--- src/verilog/rx_dsp_cfg.svh ---
`ifndef RX_DSP_CFG_SVH
`define RX_DSP_CFG_SVH

// lanes per word, lane 0 is the oldest sample
`define CHANNEL_WIDTH 4

// signed ADC code width
`define CODE_BITS 8

// taps per lane, tap j looks j samples back in time
`define FFE_TAPS 3
`define WEIGHT_BITS 8
`define SHIFT_BITS 4

// equalizer estimate and thermometer symbol widths
`define EST_BITS 12
`define SYM_BITS 3

`endif

--- src/verilog/rx_dsp_pkg.sv ---
`default_nettype none

`include "rx_dsp_cfg.svh"

package rx_dsp_pkg;

    // --------------------------------------------------
    // lane element types
    // --------------------------------------------------
    typedef logic signed [`CODE_BITS-1:0]   code_t;
    typedef logic signed [`EST_BITS-1:0]    est_t;
    typedef logic        [`SYM_BITS-1:0]    sym_t;
    typedef logic signed [`WEIGHT_BITS-1:0] weight_t;
    typedef logic        [`SHIFT_BITS-1:0]  shift_t;

    // --------------------------------------------------
    // word types, one element per lane
    // --------------------------------------------------
    typedef code_t [`CHANNEL_WIDTH-1:0] code_word_t;
    typedef est_t  [`CHANNEL_WIDTH-1:0] est_word_t;
    typedef sym_t  [`CHANNEL_WIDTH-1:0] sym_word_t;

    // indexed as weights[tap][lane]
    typedef weight_t [`FFE_TAPS-1:0][`CHANNEL_WIDTH-1:0] ffe_weights_t;

    typedef struct packed {
        ffe_weights_t                   weights;
        shift_t [`CHANNEL_WIDTH-1:0]    shift;
    } ffe_cfg_t;

    // lane offset of the symbol window
    typedef logic [$clog2(`CHANNEL_WIDTH)-1:0] align_t;

endpackage

`default_nettype wire

--- src/verilog/code_delay_line.sv ---
`default_nettype none

module code_delay_line
    import rx_dsp_pkg::*;
(
    input  wire logic       clk,
    input  wire logic       rst_n,
    input  wire code_word_t codes_in,
    output code_word_t      cur_word,
    output code_word_t      prev_word,
    output code_word_t      codes_out
);

    // first stage is the current equalizer window, second holds the tap history
    always_ff @(posedge clk) begin
        if (!rst_n) begin
            cur_word  <= '0;
            prev_word <= '0;
        end else begin
            cur_word  <= codes_in;
            prev_word <= cur_word;
        end
    end

    // the tap history stage changes on the same edge as the FFE output register
    assign codes_out = prev_word;

endmodule

`default_nettype wire

--- src/verilog/lane_ffe.sv ---
`default_nettype none

`include "rx_dsp_cfg.svh"

module lane_ffe
    import rx_dsp_pkg::*;
(
    input  wire logic       clk,
    input  wire logic       rst_n,
    input  wire code_word_t cur_word,
    input  wire code_word_t prev_word,
    input  wire ffe_cfg_t   cfg,
    output est_word_t       est_word
);

    // wide enough for the full tap sum plus a guard bit
    localparam int ACC_BITS = `CODE_BITS + `WEIGHT_BITS + $clog2(`FFE_TAPS) + 1;
    localparam int SEQ_LEN  = 2 * `CHANNEL_WIDTH;

    localparam logic signed [ACC_BITS-1:0] EST_MAX = (1 <<< (`EST_BITS - 1)) - 1;
    localparam logic signed [ACC_BITS-1:0] EST_MIN = -(1 <<< (`EST_BITS - 1));

    code_t                      seq     [SEQ_LEN];
    logic signed [ACC_BITS-1:0] acc     [`CHANNEL_WIDTH];
    logic signed [ACC_BITS-1:0] shifted [`CHANNEL_WIDTH];
    est_word_t                  est_next;

    // --------------------------------------------------
    // sample sequence across the word boundary
    // --------------------------------------------------
    always_comb begin
        for (int p = 0; p < `CHANNEL_WIDTH; p++) begin
            seq[p]                  = prev_word[p];
            seq[p + `CHANNEL_WIDTH] = cur_word[p];
        end
    end

    // --------------------------------------------------
    // multiply-accumulate, shift and clamp
    // --------------------------------------------------
    always_comb begin
        for (int i = 0; i < `CHANNEL_WIDTH; i++) begin
            acc[i] = '0;
            // taps with j > i reach into the previous word
            for (int j = 0; j < `FFE_TAPS; j++) begin
                acc[i] = acc[i]
                       + $signed(seq[`CHANNEL_WIDTH + i - j]) * $signed(cfg.weights[j][i]);
            end
            shifted[i] = acc[i] >>> cfg.shift[i];
        end
    end

    always_comb begin
        for (int i = 0; i < `CHANNEL_WIDTH; i++) begin
            if (shifted[i] > EST_MAX) begin
                est_next[i] = EST_MAX[`EST_BITS-1:0];
            end else if (shifted[i] < EST_MIN) begin
                est_next[i] = EST_MIN[`EST_BITS-1:0];
            end else begin
                est_next[i] = shifted[i][`EST_BITS-1:0];
            end
        end
    end

    always_ff @(posedge clk) begin
        if (!rst_n) begin
            est_word <= '0;
        end else begin
            est_word <= est_next;
        end
    end

endmodule

`default_nettype wire

--- src/verilog/pam4_slicer.sv ---
`default_nettype none

`include "rx_dsp_cfg.svh"

module pam4_slicer
    import rx_dsp_pkg::*;
(
    input  wire logic                        clk,
    input  wire logic                        rst_n,
    input  wire est_word_t                   est_word,
    input  wire logic signed [`EST_BITS-1:0] bit_level,
    output sym_word_t                        sym_word
);

    // one extra bit so that negating the most negative level cannot wrap
    logic signed [`EST_BITS:0] pos_level;
    logic signed [`EST_BITS:0] neg_level;
    sym_word_t                 sym_next;

    assign pos_level = {bit_level[`EST_BITS-1], bit_level};
    assign neg_level = -pos_level;

    // thermometer code, bit 0 is the lowest threshold
    always_comb begin
        for (int i = 0; i < `CHANNEL_WIDTH; i++) begin
            sym_next[i][0] = $signed(est_word[i]) > neg_level;
            sym_next[i][1] = $signed(est_word[i]) > 0;
            sym_next[i][2] = $signed(est_word[i]) > pos_level;
        end
    end

    always_ff @(posedge clk) begin
        if (!rst_n) begin
            sym_word <= '0;
        end else begin
            sym_word <= sym_next;
        end
    end

endmodule

`default_nettype wire

--- src/verilog/symbol_aligner.sv ---
`default_nettype none

`include "rx_dsp_cfg.svh"

module symbol_aligner
    import rx_dsp_pkg::*;
(
    input  wire logic      clk,
    input  wire logic      rst_n,
    input  wire sym_word_t sym_word,
    input  wire align_t    align_pos,
    output sym_word_t      symbols_out
);

    sym_word_t prev_sym;
    sym_t      seq [2 * `CHANNEL_WIDTH];
    sym_word_t window;

    // older word first, same order as the equalizer sequence
    always_comb begin
        for (int p = 0; p < `CHANNEL_WIDTH; p++) begin
            seq[p]                  = prev_sym[p];
            seq[p + `CHANNEL_WIDTH] = sym_word[p];
        end
    end

    // the window start moves the lane boundary by align_pos samples
    always_comb begin
        for (int m = 0; m < `CHANNEL_WIDTH; m++) begin
            window[m] = seq[int'(align_pos) + m];
        end
    end

    always_ff @(posedge clk) begin
        if (!rst_n) begin
            prev_sym    <= '0;
            symbols_out <= '0;
        end else begin
            prev_sym    <= sym_word;
            symbols_out <= window;
        end
    end

endmodule

`default_nettype wire

--- src/verilog/rx_dsp_datapath.sv ---
`default_nettype none

`include "rx_dsp_cfg.svh"

module rx_dsp_datapath
    import rx_dsp_pkg::*;
(
    input  wire logic                        clk,
    input  wire logic                        rst_n,
    input  wire code_word_t                  act_codes_in,

    input  wire ffe_cfg_t                    ffe_cfg,
    input  wire logic signed [`EST_BITS-1:0] bit_level,
    input  wire align_t                      align_pos,

    output est_word_t                        est_syms_out,
    output code_word_t                       act_codes_out,
    output sym_word_t                        symbols_out
);

    code_word_t cur_word;
    code_word_t prev_word;
    est_word_t  est_word;
    sym_word_t  sym_word;

    // --------------------------------------------------
    // code history and equalizer
    // --------------------------------------------------
    code_delay_line code_delay_line_i (
        .clk       (clk),
        .rst_n     (rst_n),
        .codes_in  (act_codes_in),
        .cur_word  (cur_word),
        .prev_word (prev_word),
        .codes_out (act_codes_out)
    );

    lane_ffe lane_ffe_i (
        .clk       (clk),
        .rst_n     (rst_n),
        .cur_word  (cur_word),
        .prev_word (prev_word),
        .cfg       (ffe_cfg),
        .est_word  (est_word)
    );

    // estimates leave in step with their codes for adaptation
    assign est_syms_out = est_word;

    // --------------------------------------------------
    // decision and symbol alignment
    // --------------------------------------------------
    pam4_slicer pam4_slicer_i (
        .clk       (clk),
        .rst_n     (rst_n),
        .est_word  (est_word),
        .bit_level (bit_level),
        .sym_word  (sym_word)
    );

    symbol_aligner symbol_aligner_i (
        .clk         (clk),
        .rst_n       (rst_n),
        .sym_word    (sym_word),
        .align_pos   (align_pos),
        .symbols_out (symbols_out)
    );

endmodule

`default_nettype wire

--- config.mk ---
export PLATFORM = sky130hd
export DESIGN_NAME = rx_dsp_datapath
export DESIGN_NICKNAME = d
export VERILOG_FILES = /design/src/verilog/rx_dsp_pkg.sv /design/src/verilog/code_delay_line.sv /design/src/verilog/lane_ffe.sv /design/src/verilog/pam4_slicer.sv /design/src/verilog/symbol_aligner.sv /design/src/verilog/rx_dsp_datapath.sv
export VERILOG_INCLUDE_DIRS = /design/src /design/src/verilog
export SDC_FILE = /design/constraint.sdc
export NUM_CORES = 2
export LEC_CHECK = 0
export BUFFER_PORTS_ARGS = -buffer_cell sky130_fd_sc_hd__buf_2
export CORE_MARGIN = 2
export CORE_UTILIZATION = 55
export DETAILED_ROUTE_END_ITERATION = 10
export PLACE_DENSITY = 0.81
export REMOVE_ABC_BUFFERS = 1
export SETUP_SLACK_MARGIN = 0.2
export SLEW_MARGIN = 20
export SYNTH_ARGS = -nofsm -noshare
export SYNTH_HDL_FRONTEND = slang
export SYNTH_HIERARCHICAL = 1
export SYNTH_SLANG_ARGS = --single-unit
--- constraint.sdc ---
create_clock -name clk -period 12.1 [get_ports clk]
set_input_delay 1.21 -clock clk [delete_from_list [all_inputs] [get_ports clk]]
set_output_delay 1.21 -clock clk [all_outputs]
set_load 0.005 [all_outputs]
==> flow_metrics.env <==
export IMPL_status="complete, no violations"
export IMPL_grt_pass1_vias=36260
export IMPL_via_count=33465
export IMPL_clockBufferDepth=2
export IMPL_num_rows=103
export IMPL_cts_hold_fix_buffers=0
export IMPL_rr_startpoint="code_delay_line_i/cur_word[23]"
export IMPL_dieWidth_microns=287
export IMPL_critical_path_class="reg2reg"
export IMPL_wl_per_cell_microns=20.2
export IMPL_viasPerCell=5.69
export IMPL_grt_pass1_wl_mm=192
export IMPL_whs_path_depth=1
export IMPL_ioPinCount=252
export IMPL_crit_path_max_incr_delay_ns=0.93
export IMPL_clkLatencyLatePin_ns=0.47
export IMPL_portBuffers=251
export IMPL_cpMostUsedCell="fa_1"
export IMPL_areaGrowthSynthToFinish_pct=5.95
export IMPL_reg2regPathDepth=21
export IMPL_start_kind="register"
export IMPL_htree_levels=4
export IMPL_fin_nets=6279
export IMPL_regToRegEndpoint="lane_ffe_i/est_word[34]"
export IMPL_cts_sinks=148
export IMPL_cts_resized_gates=0
export IMPL_die_h_microns=287
export IMPL_routed_wl_mm=119
export IMPL_cts_root_buffer="clkbuf_16"
export IMPL_setup_viol=0
export IMPL_synthesis_area_sq_um=44200
export IMPL_grt_max_degree=55
export IMPL_clock_skew_ns=0.0197
export IMPL_worstPathMaxFanout=17
export IMPL_core_area_sq_um=79300
export IMPL_relSlewSlack=0.286
export IMPL_hp_class="reg2reg"
export IMPL_finalMaxSlewViolations=0
export IMPL_synthCells=4676
export IMPL_tightestPinTransition_ns=1.07
export IMPL_cp_arrival_ns=9.35
export IMPL_timing_final_crit_share=0.739
export IMPL_met1Wirelength_mm=45.6
export IMPL_slowest_stage="dfxtp_1"
export IMPL_maxCapViolations=0
export IMPL_clock_fmax_mhz=112
export IMPL_drtPass1Iterations=8
export IMPL_gp_congestion=0.944
export IMPL_rsz0062_at_grt="no"
export IMPL_dieArea_sq_um=82600
export IMPL_holdPathEnd="symbol_aligner_i/prev_sym[6]"
export IMPL_worstPathCellList="nand2_1 -> inv_1 -> fa_1 -> inv_1 -> fa_1 -> fa_1 -> fa_1 -> fa_1 -> fa_1 -> inv_1 -> fa_1 -> ha_1 -> and2_1 -> nor3_1 -> a21oi_1 -> a311oi_1 -> o31ai_1 -> a221oi_1 -> a22oi_1 -> a31oi_1 -> a22o_1"
export IMPL_min_period_ns=8.94
export IMPL_grt_overflow=0
export IMPL_cts_tree="done"
export IMPL_syn_area_per_cell_sq_um=9.45
export IMPL_setup_ws_ns=3.16
export IMPL_path_buf_inv=3
export IMPL_cp_end_kind="register"
export IMPL_clkTransAtPathRegs_ns=0.08
export IMPL_hpwl_mm=99.6
export IMPL_dp_slack_ns=2.85
export IMPL_numCtsBuffers=17
export IMPL_cp_top_family="adder cells"
export IMPL_met3_length_mm=9.19
export IMPL_yosys_warnings=6
export IMPL_wl_met2_mm=58.0
export IMPL_routed_top_layer="met5"
export IMPL_drive_above_1_share=0.0950
export IMPL_hold_violations=0
export IMPL_worstPathRequired_ns=12.51
export IMPL_start_util=0.557
export IMPL_r2r_slack_ns=3.16
export IMPL_grtUsageTotal=0.300
export IMPL_post_cts_buffers=0
export IMPL_setup_tns_ns=0
export IMPL_drt_iter0_drc=2243
export IMPL_drc=0
export IMPL_final_antenna_net_count=0
export IMPL_grt_antenna_before_repair=12
export IMPL_hp_start="pam4_slicer_i/sym_word[6]"
-- worst max path at each step --
stage,end,startpoint,slack [ns],depth (start not counted)
final,lane_ffe_i/est_word[34],code_delay_line_i/cur_word[23],3.16,21
after global routing,lane_ffe_i/est_word[45],code_delay_line_i/cur_word[23],2.77,20
after CTS,lane_ffe_i/est_word[34],code_delay_line_i/cur_word[15],3.07,22
after detailed placement,lane_ffe_i/est_word[31],ffe_cfg[32],2.85,22
after global placement,lane_ffe_i/est_word[33],ffe_cfg[64],2.70,23
after floorplan,lane_ffe_i/est_word[6],ffe_cfg[48],3.53,20
-- cell usage in the layout, fill, tap and decap left out, types with 14 or more instances in the layout --
cell type	instances
clkbuf_16	17
mux2_2	18
mux2i_1	59
mux4_2	34
ha_1	372
o211ai_1	24
nand2_1	380
a211oi_1	39
dfxtp_1	146
nor2_1	98
o221ai_1	14
a211o_1	18
a31oi_1	14
a21o_1	30
nor3_1	28
xnor2_1	89
nand4_1	21
o21ai_0	93
a21oi_1	113
a22o_1	15
and2_2	64
inv_1	1076
o21ai_1	14
buf_2	250
o21a_1	35
buf_4	26
and2_1	395
fa_1	936
nand3_1	40
nand2b_1	31
xor2_1	22
nor4_1	21
nor2b_1	71
o22ai_1	16
-- layout make-up --
type | instances | area (sq um)
sequential | 148 | 2970
multi-input combinational | 3288 | 36400
inverter | 1080 | 4050
clock buffer | 17 | 425
timing repair buffer | 276 | 1450
fill | 6647 | 32500
antenna | 6 | 15.0
clock inverter | 12 | 133
tap | 1050 | 1310
-- worst reg2reg max path, cell delays in order, from the launching register on --
cell	delay, ns
dfxtp_1	0.93
nand2_1	0.23
inv_1	0.17
fa_1	0.52
inv_1	0.20
fa_1	0.48
fa_1	0.59
fa_1	0.45
fa_1	0.53
fa_1	0.51
inv_1	0.05
fa_1	0.44
ha_1	0.39
and2_1	0.22
nor3_1	0.53
a21oi_1	0.33
a311oi_1	0.53
o31ai_1	0.17
a221oi_1	0.42
a22oi_1	0.15
a31oi_1	0.79
a22o_1	0.26
-- per-stage QoR --
step | utilization | instance area (sq um) | hold slack, ns | std cells
3_3_place_gp | 0.583 | 46200 | 0.455 | 5842
5_1_grt | 0.590 | 46800 | 0.498 | 5874
6_report | 0.590 | 46800 | 0.482 | 5877
2_1_floorplan | - | 43500 | 0.436 | 4516
4_1_cts | 0.590 | 46800 | 0.485 | 5871
3_5_place_dp | 0.583 | 46200 | 0.468 | 5842
-- sequential cells by signal, indices dropped and copies added (netlist names) --
signal	flops
code_delay_line_i/cur_word	32
symbol_aligner_i/prev_sym	12
symbol_aligner_i/symbols_out	12
pam4_slicer_i/sym_word	12
lane_ffe_i/est_word	48
code_delay_line_i/codes_out	32
-- per-layer routing --
metal,vias to the layer above,track usage
met4,2,0.133
met2,1467,0.506
met5,-,0
met1,16808,0.380
li1,14839,-
met3,349,0.0502
Power is not shown: default switching activity piles up to over one toggle a cycle in this logic, so the estimate is an artifact.
